[src/common/cpuPkg.sv]
package cpuPkg;

    // Major opcodes handled by this core
    typedef enum logic [6:0] {
        OP     = 7'b0110011,  // Register-register ALU
        OP_IMM = 7'b0010011,  // Register-immediate ALU
        LOAD   = 7'b0000011,
        STORE  = 7'b0100011
    } opcode_e;

    // {inst[30], funct3}
    typedef enum logic [3:0] {
        ALU_ADD  = 4'b0000,
        ALU_SLL  = 4'b0001,
        ALU_SLT  = 4'b0010,
        ALU_SLTU = 4'b0011,
        ALU_XOR  = 4'b0100,
        ALU_SRL  = 4'b0101,
        ALU_OR   = 4'b0110,
        ALU_AND  = 4'b0111,
        ALU_SUB  = 4'b1000,
        ALU_SRA  = 4'b1101
    } aluOp_e;

    typedef struct packed {
        logic [6:0] funct7;
        logic [4:0] rs2;
        logic [4:0] rs1;
        logic [2:0] funct3;
        logic [4:0] rd;
        opcode_e    opcode;
    } rType_t;

    typedef struct packed {
        logic [11:0] imm;     // Also shamt and funct7 for shift immediates
        logic [4:0]  rs1;
        logic [2:0]  funct3;
        logic [4:0]  rd;
        opcode_e     opcode;
    } iType_t;

    typedef struct packed {
        logic [6:0] immHi;
        logic [4:0] rs2;
        logic [4:0] rs1;
        logic [2:0] funct3;
        logic [4:0] immLo;
        opcode_e    opcode;
    } sType_t;

    // Same 32 bits seen through each format
    typedef union packed {
        rType_t      r;
        iType_t      i;
        sType_t      s;
        logic [31:0] raw;
    } instWord_t;

    typedef struct packed {
        logic        regWrite;
        logic        aluSrcImm;  // Second operand from imm
        logic        memRead;
        logic        memWrite;
        aluOp_e      aluOp;
        logic [4:0]  rs1;
        logic [4:0]  rs2;
        logic [4:0]  rd;
        logic [31:0] imm;        // Already sign-extended
    } ctrl_t;

    typedef struct packed {
        ctrl_t       ctrl;
        logic [31:0] aluResult;  // Also the load/store address
        logic [31:0] storeData;
    } exStage_t;

    // Register write, doubles as the observation port
    typedef struct packed {
        logic        valid;
        logic [4:0]  rd;
        logic [31:0] data;
    } wbInfo_t;

endpackage

[src/rtl/fetchDecode.sv]
`timescale 1ns/100ps

module fetchDecode import cpuPkg::*; (
    input  logic        CLK,
    input  logic        RST,
    output logic [31:0] instAddr,
    input  instWord_t   inst,
    output ctrl_t       ctrl
);

    logic [31:0] pc;
    logic [2:0]  funct3;
    logic        altBit;    // inst[30] where it selects sub or sra
    logic [31:0] immI;
    logic [31:0] immS;

    // One instruction per clock, no branches
    always_ff @(posedge CLK) begin
        if (RST) begin
            pc <= '0;
        end else begin
            pc <= pc + 32'd4;
        end
    end

    assign instAddr = pc;

    // funct3 sits at the same place in every format
    assign funct3 = inst.r.funct3;

    assign immI = {{20{inst.i.imm[11]}}, inst.i.imm};
    assign immS = {{20{inst.s.immHi[6]}}, inst.s.immHi, inst.s.immLo};

    // Bit 30 only matters for add/sub and the right shifts
    always_comb begin
        altBit = 1'b0;
        if (inst.r.opcode == OP) begin
            altBit = inst.r.funct7[5] && (funct3 == 3'b000 || funct3 == 3'b101);
        end else if (inst.r.opcode == OP_IMM) begin
            altBit = inst.r.funct7[5] && (funct3 == 3'b101);
        end
    end

    always_comb begin
        ctrl           = '0;
        ctrl.aluOp     = ALU_ADD;  // Address calculation by default
        ctrl.rs1       = inst.r.rs1;
        ctrl.rs2       = inst.r.rs2;
        ctrl.rd        = inst.r.rd;
        ctrl.imm       = immI;

        case (inst.r.opcode)
            OP: begin
                ctrl.regWrite = 1'b1;
                ctrl.aluOp    = aluOp_e'({altBit, funct3});
            end
            OP_IMM: begin
                ctrl.regWrite  = 1'b1;
                ctrl.aluSrcImm = 1'b1;
                ctrl.aluOp     = aluOp_e'({altBit, funct3});
            end
            LOAD: begin
                ctrl.regWrite  = 1'b1;
                ctrl.aluSrcImm = 1'b1;
                ctrl.memRead   = 1'b1;
            end
            STORE: begin
                ctrl.aluSrcImm = 1'b1;
                ctrl.memWrite  = 1'b1;
                ctrl.imm       = immS;
            end
            default: ;  // Unsupported, acts as a no-op
        endcase

        // Nothing commits while held in reset
        if (RST) begin
            ctrl.regWrite  = 1'b0;
            ctrl.aluSrcImm = 1'b0;
            ctrl.memRead   = 1'b0;
            ctrl.memWrite  = 1'b0;
        end
    end

    // A store must never also update the register file downstream
    noStoreWithRegWrite : assert property (
        @(posedge CLK) !(ctrl.regWrite && ctrl.memWrite)
    );

endmodule

[config.mk]
export PLATFORM = sky130hd
export DESIGN_NAME = fetchDecode
export DESIGN_NICKNAME = d
export VERILOG_FILES = /design/src/common/cpuPkg.sv /design/src/rtl/fetchDecode.sv
export SDC_FILE = /design/constraint.sdc
export NUM_CORES = 1
export LEC_CHECK = 0
export BUFFER_PORTS_ARGS = -buffer_cell sky130_fd_sc_hd__buf_4
export CAP_MARGIN = 5
export CORE_ASPECT_RATIO = 1.2
export CORE_MARGIN = 8
export CORE_UTILIZATION = 42
export DETAILED_ROUTE_END_ITERATION = 10
export GPL_TIMING_DRIVEN = 0
export PLACE_DENSITY_LB_ADDON = 0.2
export SYNTH_ARGS = -nofsm -noshare
export SYNTH_HDL_FRONTEND = slang
export SYNTH_SLANG_ARGS = --single-unit
[constraint.sdc]
create_clock -name CLK -period 2.4 [get_ports CLK]
set_input_delay 0.48 -clock CLK [delete_from_list [all_inputs] [get_ports CLK]]
set_output_delay 0.48 -clock CLK [all_outputs]
set_load 0.005 [all_outputs]
==> results.cfg <==
[drt]
vias = 1970
via_per_inst = 4.94
firstDrtPassIters = 4
wire_per_inst_microns = 14.0
wirelength_microns = 5580
initialDrtViolationCount = 101
route.detailed.drc = 0
detail-route-antenna-nets = 0

[logic_synthesis]
synth_top_area_share_pct = 32.0
yosys-top-cells-area = dfxtp_1 (32%), buf_4 (18%), a21oi_1 (5.1%), o31ai_1 (4.0%), or4_1 (4.0%)
async_reset_ff_share_pct = 0
yosys-top-cells-count = buf_4 (44), dfxtp_1 (30), a21oi_1 (19)
synth-main-ff-cell = dfxtp_1
yosys.area.top_type = dfxtp_1
synth-edff-count = 0
syn_area_sq_mm = 0.00188
synthSimpleGateAreaFrac_pct = 25.8
synth-compound-area-share_pct = 11.3
syn_inst = 226
yosysMostFrequentCell = buf_4
synth_xor_area_share_pct = 5.13
synth_top_family_by_area = simple AND/OR/NAND/NOR gates
ys_ff_latch = 30
synth-adder-area-share_pct = 0.666
synth_cell_types = 35
avgSynthCellArea_sq_um = 8.31
synth_mux_area_share_pct = 3.00
ys_seq_area_share_pct = 32.0
yosys_warnings = 0

[clock_tree]
h-tree-depth = 2
clkTransAtPathRegs_ns = 0.06
cts_buffers = 5
cts.sinks = 30
cts_tree = yes
clkLatencyLatePin_ns = 0.29
clock_path_buffers = 2
root_buffer = clkbuf_8

[min_path]
hp-class = input port to flop

[global_routing]
grt.total_usage_pct = 15.3
grt_start_max_net_pins = 22
grt_pass1_wl_microns = 8620
grt_pass1_vias = 1889
antenna_found_initial = 0
grt_overflow = 0

[place]
gp_congestion = 0.788
dp_cells = 390
place_hpwl_microns = 4460
port_buffers = 107

[worst_setup_path]
cp-start-kind = input port
cp_cell_sequence = buf_4 -> nor4_2 -> nand2_1 -> mux2_2 -> buf_4
crit_type = input port to output pin
crit_fanout = 6
crit_path_top_delay_cell = nor4_2
max_stage_delay_ns = 0.40
critPathRequiredTime_ns = 1.92
worstPathArrival_ns = 1.74
path_common_cell = buf_4
cp-end-kind = output pin

[die]
start_util_pct = 43.7
dieArea_sq_mm = 0.00688
ios = 121
num_rows = 26
core_sq_mm = 0.00429
die_h_microns = 89.3
die_width_microns = 77.0

[final_layout]
final_cells = 399
largest_reg_flops = 30
drive_above_1_share_pct = 52.5
syn2layout_area_growth_pct = 53.8
antenna_cells = 0
final_nets = 378

[pwr]
power_switching_w = 0.000256
leakagePower_nw = 1.32
p_per_area_mw_per_mm2 = 423
sequentialPowerShare_pct = 41.6
ir_drop_mv = 0.438
p_comb_share_pct = 15.8
power_w = 0.00122
clkPwrFrac_pct = 42.5
swShare_pct = 21.0
p_int_w = 0.000966

[sta]
skew_ns = 0.00730
finalHoldViolCount = 0
layout_min_cycle_time_ns = 2.22
rsz0062_at_grt = no
setup_viol = 0
slew_violations = 0
fin_crit_sh_pct = 92.6
fmax_ghz = 0.450

[status]
status = finished, final reports clean

[flow_run]
maxCapViolations = 0
[timing repair]
item,4_1_cts,5_1_grt
hold buffers,0,0
setup buffers,0,2
setup endpoints to repair,5,1
resized for setup,1,0
pin swaps,0,1
[through the flow]
| stage | setup slack (ns) | hold slack (ns) | utilization [%] | TNS (ns) | cell area, sq um |
|---|---|---|---|---|---|
| after floorplan | 0.462 | 0.466 | - | 0 | 1880 |
| after global placement | -0.00369 | 0.472 | 64.2 | -0.00875 | 2760 |
| after detailed placement | -0.0409 | 0.479 | 64.2 | -0.174 | 2760 |
| after CTS | 0.146 | 0.389 | 66.9 | 0 | 2870 |
| after global routing | 0.0982 | 0.398 | 67.3 | 0 | 2890 |
| final | 0.178 | 0.395 | 67.3 | 0 | 2890 |
[power groups by stage]
stage / combinational (W) / sequential (W) / clock (W)
6_report: 0.000193 / 0.000509 / 0.000520
5_1_grt: 0.000211 / 0.000509 / 0.000550
4_1_cts: 0.000197 / 0.000509 / 0.000531
3_5_place_dp: 0.000196 / 0.000520 / 0
3_3_place_gp: 0.000192 / 0.000520 / 0
2_1_floorplan: 0.0000832 / 0.000519 / 0
[area by class of cell]
type                            count  area (sq um)
Inverter                            6          22.5
Multi-Input combinational cell    138           877
Buffer                             53           388
Tap cell                           56          70.1
Sequential cell                    30           601
Clock inverter                      1          30.0
Fill cell                         388          1410
Clock buffer                        6          82.6
Timing Repair Buffer              109           818
[metal layers]
| metal | up-vias | share of wire (%) | GRT usage (%) |
|---|---|---|---|
| li1 | 992 | - | - |
| met1 | 902 | 38 | 15.0 |
| met2 | 69 | 52 | 28.1 |
| met3 | 7 | 8.3 | 6.94 |
| met4 | 0 | 1.2 | 5.67 |
| met5 | - | 0 | 0 |
[cell usage in the layout, fill, tap and decap left out, drive strengths merged, types with 6 or more instances in the layout]
cell      n
nor2     16
clkbuf   11
a21oi    19
nand2    11
buf     157
xnor2     6
inv       6
or4      11
and3      6
nand3     9
nand4     9
o31ai    10
dfxtp    30
[critical path: cells and delay by family]
family	cells	cell delay, ns
buffers and inverters	2	0.25
muxes	1	0.34
and+or+nand+nor	2	0.67
[final timing paths]
check | slack, ns | from | to | cells after the start
setup / recovery | 0.18 | inst[3] | ctrl[3] | 5
hold / removal | 0.39 | RST | instAddr[3] | 2
setup reg to reg | 0.37 | instAddr[2] | instAddr[22] | 7
hold reg to reg | 0.48 | instAddr[31] | instAddr[31] | 2
[logic make-up after synthesis]
| family | after synthesis |
|---|---|
| xor+xnor | 11 |
| mux | 5 |
| other cells | 1 |
| buf+inv | 59 |
| fa+ha+maj | 1 |
| compound gates | 36 |
| flops | 30 |
| simple gates | 83 |
No activity file was read; power rests on OpenSTA's default activity.
