## src/common/cpuPkg.sv

```systemverilog
package cpuPkg;

    // Major opcodes handled by this core
    typedef enum logic [6:0] {
        OP     = 7'b0110011,  // Register-register ALU
        OP_IMM = 7'b0010011,  // Register-immediate ALU
        LOAD   = 7'b0000011,
        STORE  = 7'b0100011
    } opcode_e;

    // {inst[30], funct3}
    typedef enum logic [3:0] {
        ALU_ADD  = 4'b0000,
        ALU_SLL  = 4'b0001,
        ALU_SLT  = 4'b0010,
        ALU_SLTU = 4'b0011,
        ALU_XOR  = 4'b0100,
        ALU_SRL  = 4'b0101,
        ALU_OR   = 4'b0110,
        ALU_AND  = 4'b0111,
        ALU_SUB  = 4'b1000,
        ALU_SRA  = 4'b1101
    } aluOp_e;

    typedef struct packed {
        logic [6:0] funct7;
        logic [4:0] rs2;
        logic [4:0] rs1;
        logic [2:0] funct3;
        logic [4:0] rd;
        opcode_e    opcode;
    } rType_t;

    typedef struct packed {
        logic [11:0] imm;     // Also shamt and funct7 for shift immediates
        logic [4:0]  rs1;
        logic [2:0]  funct3;
        logic [4:0]  rd;
        opcode_e     opcode;
    } iType_t;

    typedef struct packed {
        logic [6:0] immHi;
        logic [4:0] rs2;
        logic [4:0] rs1;
        logic [2:0] funct3;
        logic [4:0] immLo;
        opcode_e    opcode;
    } sType_t;

    // Same 32 bits seen through each format
    typedef union packed {
        rType_t      r;
        iType_t      i;
        sType_t      s;
        logic [31:0] raw;
    } instWord_t;

    typedef struct packed {
        logic        regWrite;
        logic        aluSrcImm;  // Second operand from imm
        logic        memRead;
        logic        memWrite;
        aluOp_e      aluOp;
        logic [4:0]  rs1;
        logic [4:0]  rs2;
        logic [4:0]  rd;
        logic [31:0] imm;        // Already sign-extended
    } ctrl_t;

    typedef struct packed {
        ctrl_t       ctrl;
        logic [31:0] aluResult;  // Also the load/store address
        logic [31:0] storeData;
    } exStage_t;

    // Register write, doubles as the observation port
    typedef struct packed {
        logic        valid;
        logic [4:0]  rd;
        logic [31:0] data;
    } wbInfo_t;

endpackage

```

## src/rtl/execute.sv

```systemverilog
`timescale 1ns/100ps

module execute import cpuPkg::*; (
    input  ctrl_t       ctrl,
    input  logic [31:0] rd1,
    input  logic [31:0] rd2,
    output exStage_t    ex
);

    logic [31:0] opB;
    logic [4:0]  shamt;
    logic [31:0] result;

    assign opB   = ctrl.aluSrcImm ? ctrl.imm : rd2;
    assign shamt = opB[4:0];  // Low bits only, also for slli/srli/srai

    always_comb begin
        case (ctrl.aluOp)
            ALU_ADD: begin
                result = rd1 + opB;
            end
            ALU_SUB: begin
                result = rd1 - opB;
            end
            ALU_SLL: begin
                result = rd1 << shamt;
            end
            ALU_SLT: begin
                result = {31'd0, $signed(rd1) < $signed(opB)};
            end
            ALU_SLTU: begin
                result = {31'd0, rd1 < opB};
            end
            ALU_XOR: begin
                result = rd1 ^ opB;
            end
            ALU_SRL: begin
                result = rd1 >> shamt;
            end
            ALU_SRA: begin
                result = $signed(rd1) >>> shamt;  // Keeps the sign bit
            end
            ALU_OR: begin
                result = rd1 | opB;
            end
            ALU_AND: begin
                result = rd1 & opB;
            end
            default: begin
                result = rd1 + opB;
            end
        endcase
    end

    always_comb begin
        ex.ctrl      = ctrl;
        ex.aluResult = result;
        ex.storeData = rd2;  // sw always stores rs2
    end

endmodule

```

## config.mk

```make
export PLATFORM = sky130hd
export DESIGN_NAME = execute
export DESIGN_NICKNAME = d
export VERILOG_FILES = /design/src/common/cpuPkg.sv /design/src/rtl/execute.sv
export SDC_FILE = /design/constraint.sdc
export NUM_CORES = 1
export LEC_CHECK = 0
export BUFFER_PORTS_ARGS = -buffer_cell sky130_fd_sc_hd__buf_2
export CAP_MARGIN = 20
export CORE_UTILIZATION = 40
export DETAILED_ROUTE_END_ITERATION = 10
export SLEW_MARGIN = 10
export SYNTH_ARGS = -nofsm -noshare
export SYNTH_HDL_FRONTEND = slang
export SYNTH_SLANG_ARGS = --single-unit
```

## constraint.sdc

```tcl
create_clock -name vclk -period 9.7
set_input_delay 1.94 -clock vclk [all_inputs]
set_output_delay 1.94 -clock vclk [all_outputs]
set_load 0.05 [all_outputs]
```

==> flow_summary_export.csv, run 1 <==
group,metric,value,unit
pwr,powerDensity,91.3,mW/mm²
routing,route.vias.total,12100,
floorplanning,coreArea,0.0253,mm²
run,cap_violations,0,
routing,wl,45.8,mm
synth,synth-compound-area-share,29.4,%
global_route,grt_pass1_vias,11100,
floorplanning,dieArea,0.0266,mm²
floorplanning,start_util,40.9,%
pwr,net-switching-power,0.000691,W
pwr,p_seq_share,0,%
worst_hold_path,min_path_type,"in -> out",
cells_and_area,drive_gt1_share,17.3,%
setup_path,cp_data_arrival_time,6.77,ns
clock_tree,postCtsHoldBufs,0,
sta,slew_violations,0,
pwr,power_leakage,5.16,nW
synth,synthAdderAreaFrac,14.4,%
clock_tree,cts_resized,0,
synth,synth_cell_type_count,77,
synth,synth_warnings,0,
synth,synthTopCellsByCount,"152 x nand2_1, 150 x mux2i_1, 124 x inv_1",
clock_tree,post_cts_buffers,0,
cells_and_area,clock_buffers,0,
synth,syn_area,0.0104,mm²
floorplanning,top_level_ports,238,
sta,relSlewSlack,35.1,%
global_route,grt-ovfl-total,0,
pwr,switching_share,69.3,%
cells_and_area,area_growth,5.38,%
routing,drc,0,
sta,fin_crit_sh,89.8,%
synth,synth_area_leaders,"mux2i_1 14%, ha_1 14%, buf_4 6.4%",
synth,synth_mux_area_share,20.6,%
place,hpwlAfterDp,36.0,mm
pwr,ir_worst_vdd,0.0638,mV
floorplanning,die_w,163,µm
sta,period_minus_slack,8.71,ns
sta,rsz0062_at_grt,"no",
synth,ys_seq_area_share,0,%
sta,tightest_slew,0.970,ns
cells_and_area,final_nets,1797,
synth,yosysTopAreaCell,"mux2i_1",
sta,hold_viol,0,
synth,synth_top_family_by_area,"compound AO/OA/AOI/OAI gates",
setup_path,path_max_fanout,9,
floorplanning,core.rowCount,58,
routing,firstDrtPassIters,5,
synth,postSynthCellCount,1519,
routing,postRouteAntennaNets,0,
global_route,grt_util_all_layers,33.4,%
global_route,grt_pass1_wl,68.3,mm
routing,wl_per_cell,24.3,µm
cells_and_area,design.seq.count,0,
setup_path,path_class,"in -> out",
sta,fin_tns_setup,0,ns
pwr,clockPowerShare,0,%
global_route,grt_max_degree,65,
synth,synth_top_area_share,14.5,%
pwr,internal-power,0.000307,W
synth,avgSynthCellArea,6.83,µm²
pwr,power,0.000998,W
setup_path,crit_path_end_kind,"output port",
sta,finalSetupViolCount,0,
cells_and_area,n_antenna_cell,0,
cells_and_area,regArea,0,µm²
routing,drt_iter0_markers,1436,
synth,synth_xor_area_share,3.29,%
setup_path,cp_data_required_time,7.76,ns
synth,synth_most_common_cell,"nand2_1",
synth,synth-simple-area-share,17.2,%
run_status,status,"finished, final reports clean",
pwr,p_comb_share,100.0,%
routing,viasPerCell,6.40,
synth,synth_fp_nets,1756,
floorplanning,die_y,163,µm
setup_path,cp-start-kind,"primary input",
global_route,antenna_found_initial,1,
place,port_buffers,202,
sta,fmax,115,MHz
place,gp_congestion,1.02,
critical path, stage by stage:
cell	delay, ns
buf_2	0.22
mux2i_4	0.25
inv_2	0.09
ha_1	0.16
inv_1	0.06
fa_1	0.43
nor2b_1	0.16
o21ai_0	0.61
nand3_1	0.18
a221oi_1	0.66
o31ai_1	0.33
a221o_1	0.41
a211oi_1	0.42
o22ai_1	0.29
o211ai_1	0.24
buf_2	0.29
final timing paths:
check | end | slack (ns) | cells past startpoint | from
worst max-delay path | ex[32] | 0.99 | 16 | ctrl[53]
worst min-delay path | ex[100] | 3.88 | 0 | ctrl[36]
layout make-up:
type / count / area (µm²)
inverter: 128 / 483
timing repair buffer: 226 / 1190
tap: 330 / 413
multi-input combinational: 1204 / 8840
fill: 2738 / 14400
cells by family (layout without fill, tap and decap cells):
family          count (synthesis)  in the layout
xor+xnor                       39             39
compound gates                466            466
simple gates                  402            402
mux                           179            179
fa+ha+maj                     118            118
buf+inv                       315            354
power groups by stage:
| stage | registers [W] | clock network [W] | logic [W] |
|---|---|---|---|
| 2_1_floorplan | 0 | 0 | 0.000732 |
| 3_3_place_gp | 0 | 0 | 0.000974 |
| 3_5_place_dp | 0 | 0 | 0.000972 |
| 4_1_cts | 0 | 0 | 0.000975 |
| 5_1_grt | 0 | 0 | 0.00106 |
| 6_report | 0 | 0 | 0.000998 |
cells in the final DEF, fill, tap and decap left out, types with 5 or more instances in the layout:
cell type  count
a211o_1        7
nor3_1        26
o2111ai_1      6
a22oi_1       29
xnor2_1       34
o31ai_1       13
nand2_1      152
buf_4         24
inv_1        124
and2_1         8
o211ai_1      24
mux4_2        22
ha_1         116
a31oi_1       22
a221oi_1      11
a21o_1         7
o21a_1         6
mux2i_1      147
o21ai_0       88
o21ai_1        6
a21oi_1      117
o22ai_1       27
o221ai_1      10
mux2i_4        5
nor2b_1        7
xor2_1         5
nor2_1       122
nand4_1        7
o21bai_1      14
a211oi_1      26
nor4_1        11
buf_2        202
and3_1         9
or3_1          5
nand3_1       33
through the flow:
stage / hold slack, ns / utilization, % / worst slack, ns / cell area [µm²] / instances
6_report: 3.88 / 43.1 / 0.989 / 10900 / 1888
5_1_grt: 3.88 / 43.1 / 0.785 / 10900 / 1888
4_1_cts: 3.88 / 43.1 / 1.14 / 10900 / 1888
3_5_place_dp: 3.88 / 43.1 / 1.15 / 10900 / 1888
3_3_place_gp: 3.88 / 43.1 / 1.25 / 10900 / 1888
2_1_floorplan: 4.05 / - / 1.30 / 10400 / 1519
metal layers:
layer	global-route usage, %	vias up	wire length [µm]
met1	47.2	5767	20000
met3	4.94	72	4690
met4	8.20	0	1200
li1	-	5516	-
met5	0	-	0
met2	52.6	733	19900
Note: power is estimated with default switching activity, not from simulation.
==> run 2, diff against run 1 <==
- CORE_UTILIZATION: 40 -> 45
- PLACE_DENSITY: unset -> 0.68
==> flow_summary_export.csv, run 2 (same netlist as run 1, synthesis figures left out) <==
group,metric,value,unit
sta,layout_setup_ws,0.804,ns
routing,wl,46.5,mm
routing,postRouteAntennaNets,0,
global_route,grt_util_all_layers,38.1,%
routing,viasPerCell,6.60,
floorplanning,core.rowCount,55,
sta,rsz0062_at_grt,"no",
routing,drt_iter0_markers,1422,
cells_and_area,area_growth,5.14,%
setup_path,path_class,"in -> out",
floorplanning,top_level_ports,238,
sta,slew_violations,0,
sta,relSlewSlack,33.7,%
global_route,grt_pass1_wl,69.6,mm
cells_and_area,final_cell_mix,"202 x buf_2, 152 x nand2_1, 147 x mux2i_1, 124 x inv_1, 122 x nor2_1",
cells_and_area,fin_area,0.0109,mm²
sta,fin_tns_setup,0,ns
cells_and_area,clock_buffers,0,
global_route,antenna_found_initial,3,
place,dpl-instance-area,0.0109,mm²
cells_and_area,regArea,0,µm²
global_route,grt_pass1_vias,11100,
cells_and_area,final_nets,1800,
sta,tightest_slew,0.991,ns
routing,drc,0,
setup_path,cp_data_required_time,7.76,ns
setup_path,cp_data_arrival_time,6.96,ns
routing,firstDrtPassIters,5,
cells_and_area,drive_gt1_share,17.5,%
place,hpwlAfterDp,36.8,mm
worst_hold_path,min_path_type,"in -> out",
setup_path,path_max_fanout,17,
sta,finalSetupViolCount,0,
global_route,grt-ovfl-total,0,
routing,route.vias.total,12200,
floorplanning,die_y,154,µm
sta,hold_viol,0,
sta,fin_crit_sh,91.7,%
sta,period_minus_slack,8.90,ns
cells_and_area,fill_cells,2394,
sta,hold_ws,3.88,ns
run,cap_violations,0,
floorplanning,die_w,154,µm
sta,fmax,112,MHz
floorplanning,dieArea,0.0236,mm²
worst_hold_path,worstHoldPathCells,0,
clock_tree,post_cts_buffers,0,
routing,wl_per_cell,25.2,µm
run_status,status,"finished, final reports clean",
clock_tree,postCtsHoldBufs,0,
setup_path,cp-start-kind,"primary input",
global_route,grt_max_degree,65,
place,port_buffers,202,
cells_and_area,mostFrequentLayoutCell,"buf_2",
floorplanning,start_util,45.8,%
cells_and_area,design.seq.count,0,
place,gp_congestion,1.02,
clock_tree,cts_resized,0,
floorplanning,coreArea,0.0226,mm²
setup_path,crit_path_end_kind,"output port",
place,dp_slack,0.900,ns
==> run 2: cell types whose count changed in the layout (fill, tap and decap cells not counted) <==
| cell | delta |
|---|---|
| nor3_2 | -1 |
| diode_2 | +1 |
| buf_4 | +3 |
| nor3_4 | +1 |
==> run 2: critical path, stage by stage <==
cell      delay, ns
buf_2          0.29
buf_4          0.37
mux2i_4        0.34
buf_4          0.31
ha_1           0.27
nor2b_1        0.09
o21ai_0        0.59
nand3_1        0.15
a221oi_1       0.63
o31ai_1        0.30
a221o_1        0.43
a211oi_1       0.42
o22ai_1        0.28
o211ai_1       0.22
buf_2          0.29
==> run 2: path summary, 6_finish.rpt <==
path | endpoint | from | slack, ns
min | ex[103] | ctrl[39] | 3.88
max | ex[32] | ctrl[53] | 0.80
==> run 2: cell type report <==
cell class | count | area (µm²) | share of cell area [%]
well taps | 285 | 357 | 3.27
diodes | 1 | 2.50 | 0.0230
repair buffers | 229 | 1210 | 11.1
multi-input cells | 1204 | 8840 | 81.1
inverters | 128 | 483 | 4.43
==> run 2: layer usage <==
layer	routed length [µm]	vias to the layer above	global-route usage, %
met5	13	-	0
met4	1450	2	10.9
met3	5210	104	7.58
met2	20000	766	58.4
met1	19800	5771	53.7
li1	-	5541	-
==> run 2: through the flow <==
step	utilization [%]	std cells
after CTS	48.1	1846
after floorplan	-	1519
final	48.1	1847
after global placement	48.1	1846
after global routing	48.1	1846
after detailed placement	48.1	1846
==> run 3, diff against run 2 <==
- clock period: 9.7 -> 9.9 ns (I/O delays scaled with it)
==> flow_summary_export.csv, run 3 (same netlist as run 1, synthesis figures left out) <==
group,metric,value,unit
global_route,grt-ovfl-total,0,
place,gp_congestion,0.987,
sta,fin_crit_sh,87.3,%
sta,finalSetupViolCount,0,
global_route,grt_max_degree,60,
clock_tree,post_cts_buffers,0,
routing,drt_iter0_markers,1366,
floorplanning,core.rowCount,55,
floorplanning,dieArea,0.0236,mm²
run_status,status,"finished, final reports clean",
setup_path,path_max_fanout,21,
global_route,antenna_found_initial,1,
place,dp_slack,1.35,ns
cells_and_area,final_cells,1843,
cells_and_area,fill_cells,2389,
sta,slew_violations,0,
cells_and_area,clock_buffers,0,
cells_and_area,final_nets,1797,
worst_hold_path,whs_endpoint,"ex[96]",
global_route,grt_pass1_wl,68.1,mm
cells_and_area,final_cell_mix,"202 x buf_2, 152 x nand2_1, 147 x mux2i_1, 124 x inv_1, 122 x nor2_1",
setup_path,cp-start-kind,"primary input",
sta,fmax,116,MHz
sta,period_minus_slack,8.65,ns
worst_hold_path,hold_start,"ctrl[32]",
pwr,p_comb_share,100.0,%
pwr,p_seq_share,0,%
cells_and_area,regArea,0,µm²
sta,tightest_slew,0.934,ns
floorplanning,start_util,45.8,%
sta,layout_setup_ws,1.25,ns
setup_path,cpPeakStageDelay,0.65,ns
floorplanning,top_level_ports,238,
setup_path,critical_path.top_delay_family,"compound AO/OA/AOI/OAI gates",
sta,fin_tns_setup,0,ns
pwr,power_leakage,5.17,nW
floorplanning,die_w,154,µm
cells_and_area,n_antenna_cell,0,
sta,rsz0062_at_grt,"no",
cells_and_area,multi_input_area,0.00884,mm²
sta,hold_viol,0,
setup_path,cp_data_required_time,7.92,ns
place,hpwlAfterDp,35.5,mm
pwr,powerDensity,89.6,mW/mm²
global_route,grt_pass1_vias,11200,
sta,relSlewSlack,37.8,%
global_route,grt_util_all_layers,37.0,%
cells_and_area,mostFrequentLayoutCell,"buf_2",
worst_hold_path,min_path_type,"in -> out",
pwr,ir_worst_vdd,0.0581,mV
floorplanning,coreArea,0.0226,mm²
floorplanning,die_y,154,µm
routing,firstDrtPassIters,6,
setup_path,worstPathCellList,"buf_2 -> mux2i_4 -> buf_4 -> ha_1 -> nor2b_1 -> o21ai_0 -> nand3_1 -> a221oi_1 -> o31ai_1 -> a221o_1 -> a211oi_1 -> o22ai_1 -> o211ai_1 -> buf_2",
place,dp.cells,1843,
pwr,switching_share,69.2,%
routing,drc,0,
routing,route.vias.total,12300,
routing,wl_per_cell,24.5,µm
clock_tree,postCtsHoldBufs,0,
routing,viasPerCell,6.65,
routing,wl,45.1,mm
setup_path,crit_path_top_delay_cell,"a221oi_1",
worst_hold_path,worstHoldPathCells,0,
cells_and_area,design.seq.count,0,
pwr,clockPowerShare,0,%
clock_tree,cts_resized,0,
pwr,internal-power,0.000301,W
cells_and_area,area_growth,5.02,%
pwr,power,0.000976,W
cells_and_area,drive_gt1_share,17.3,%
setup_path,cp_data_arrival_time,6.67,ns
setup_path,crit_path_end_kind,"output port",
setup_path,crit_top_cell,"buf_2",
setup_path,path_class,"in -> out",
run,cap_violations,0,
place,port_buffers,202,
setup_path,critPathBufInv,3,
routing,postRouteAntennaNets,0,
pwr,net-switching-power,0.000675,W
## run 3: worst max path at each step
stage	from	endpoint	slack (ns)	cells past startpoint
after floorplan	ctrl[53]	ex[32]	1.42	18
after global placement	ctrl[53]	ex[32]	1.41	14
after detailed placement	ctrl[53]	ex[32]	1.35	14
after CTS	ctrl[53]	ex[32]	1.36	14
after global routing	ctrl[53]	ex[32]	1.11	14
final	ctrl[53]	ex[32]	1.25	14
## run 3: final cells by class
cell class / count / share of cell area, %
Inverter: 128 / 4.44
Tap cell: 285 / 3.28
Timing Repair Buffer: 226 / 11.1
Multi-Input combinational cell: 1204 / 81.2
## run 3: metrics by stage
step	util [%]	hold slack, ns	instance area [µm²]
global placement	48.1	3.96	10900
global route	48.1	3.96	10900
floorplan	-	4.13	10400
finish	48.1	3.96	10900
detailed placement	48.1	3.96	10900
CTS	48.1	3.96	10900
## run 3: routing by layer
layer  GRT usage (%)  up-vias  routed length (µm)
met5               0        -                   9
met4            8.95        2                1210
met3            7.16       91                5370
met2            58.2      880               19600
met1            51.5     5742               18900
li1                -     5535                   -
## run 3: power by group through the flow
stage,Clock (W),Combinational (W),Sequential [W]
2_1_floorplan,0,0.000717,0
3_3_place_gp,0,0.000947,0
3_5_place_dp,0,0.000946,0
4_1_cts,0,0.000950,0
5_1_grt,0,0.00103,0
6_report,0,0.000976,0
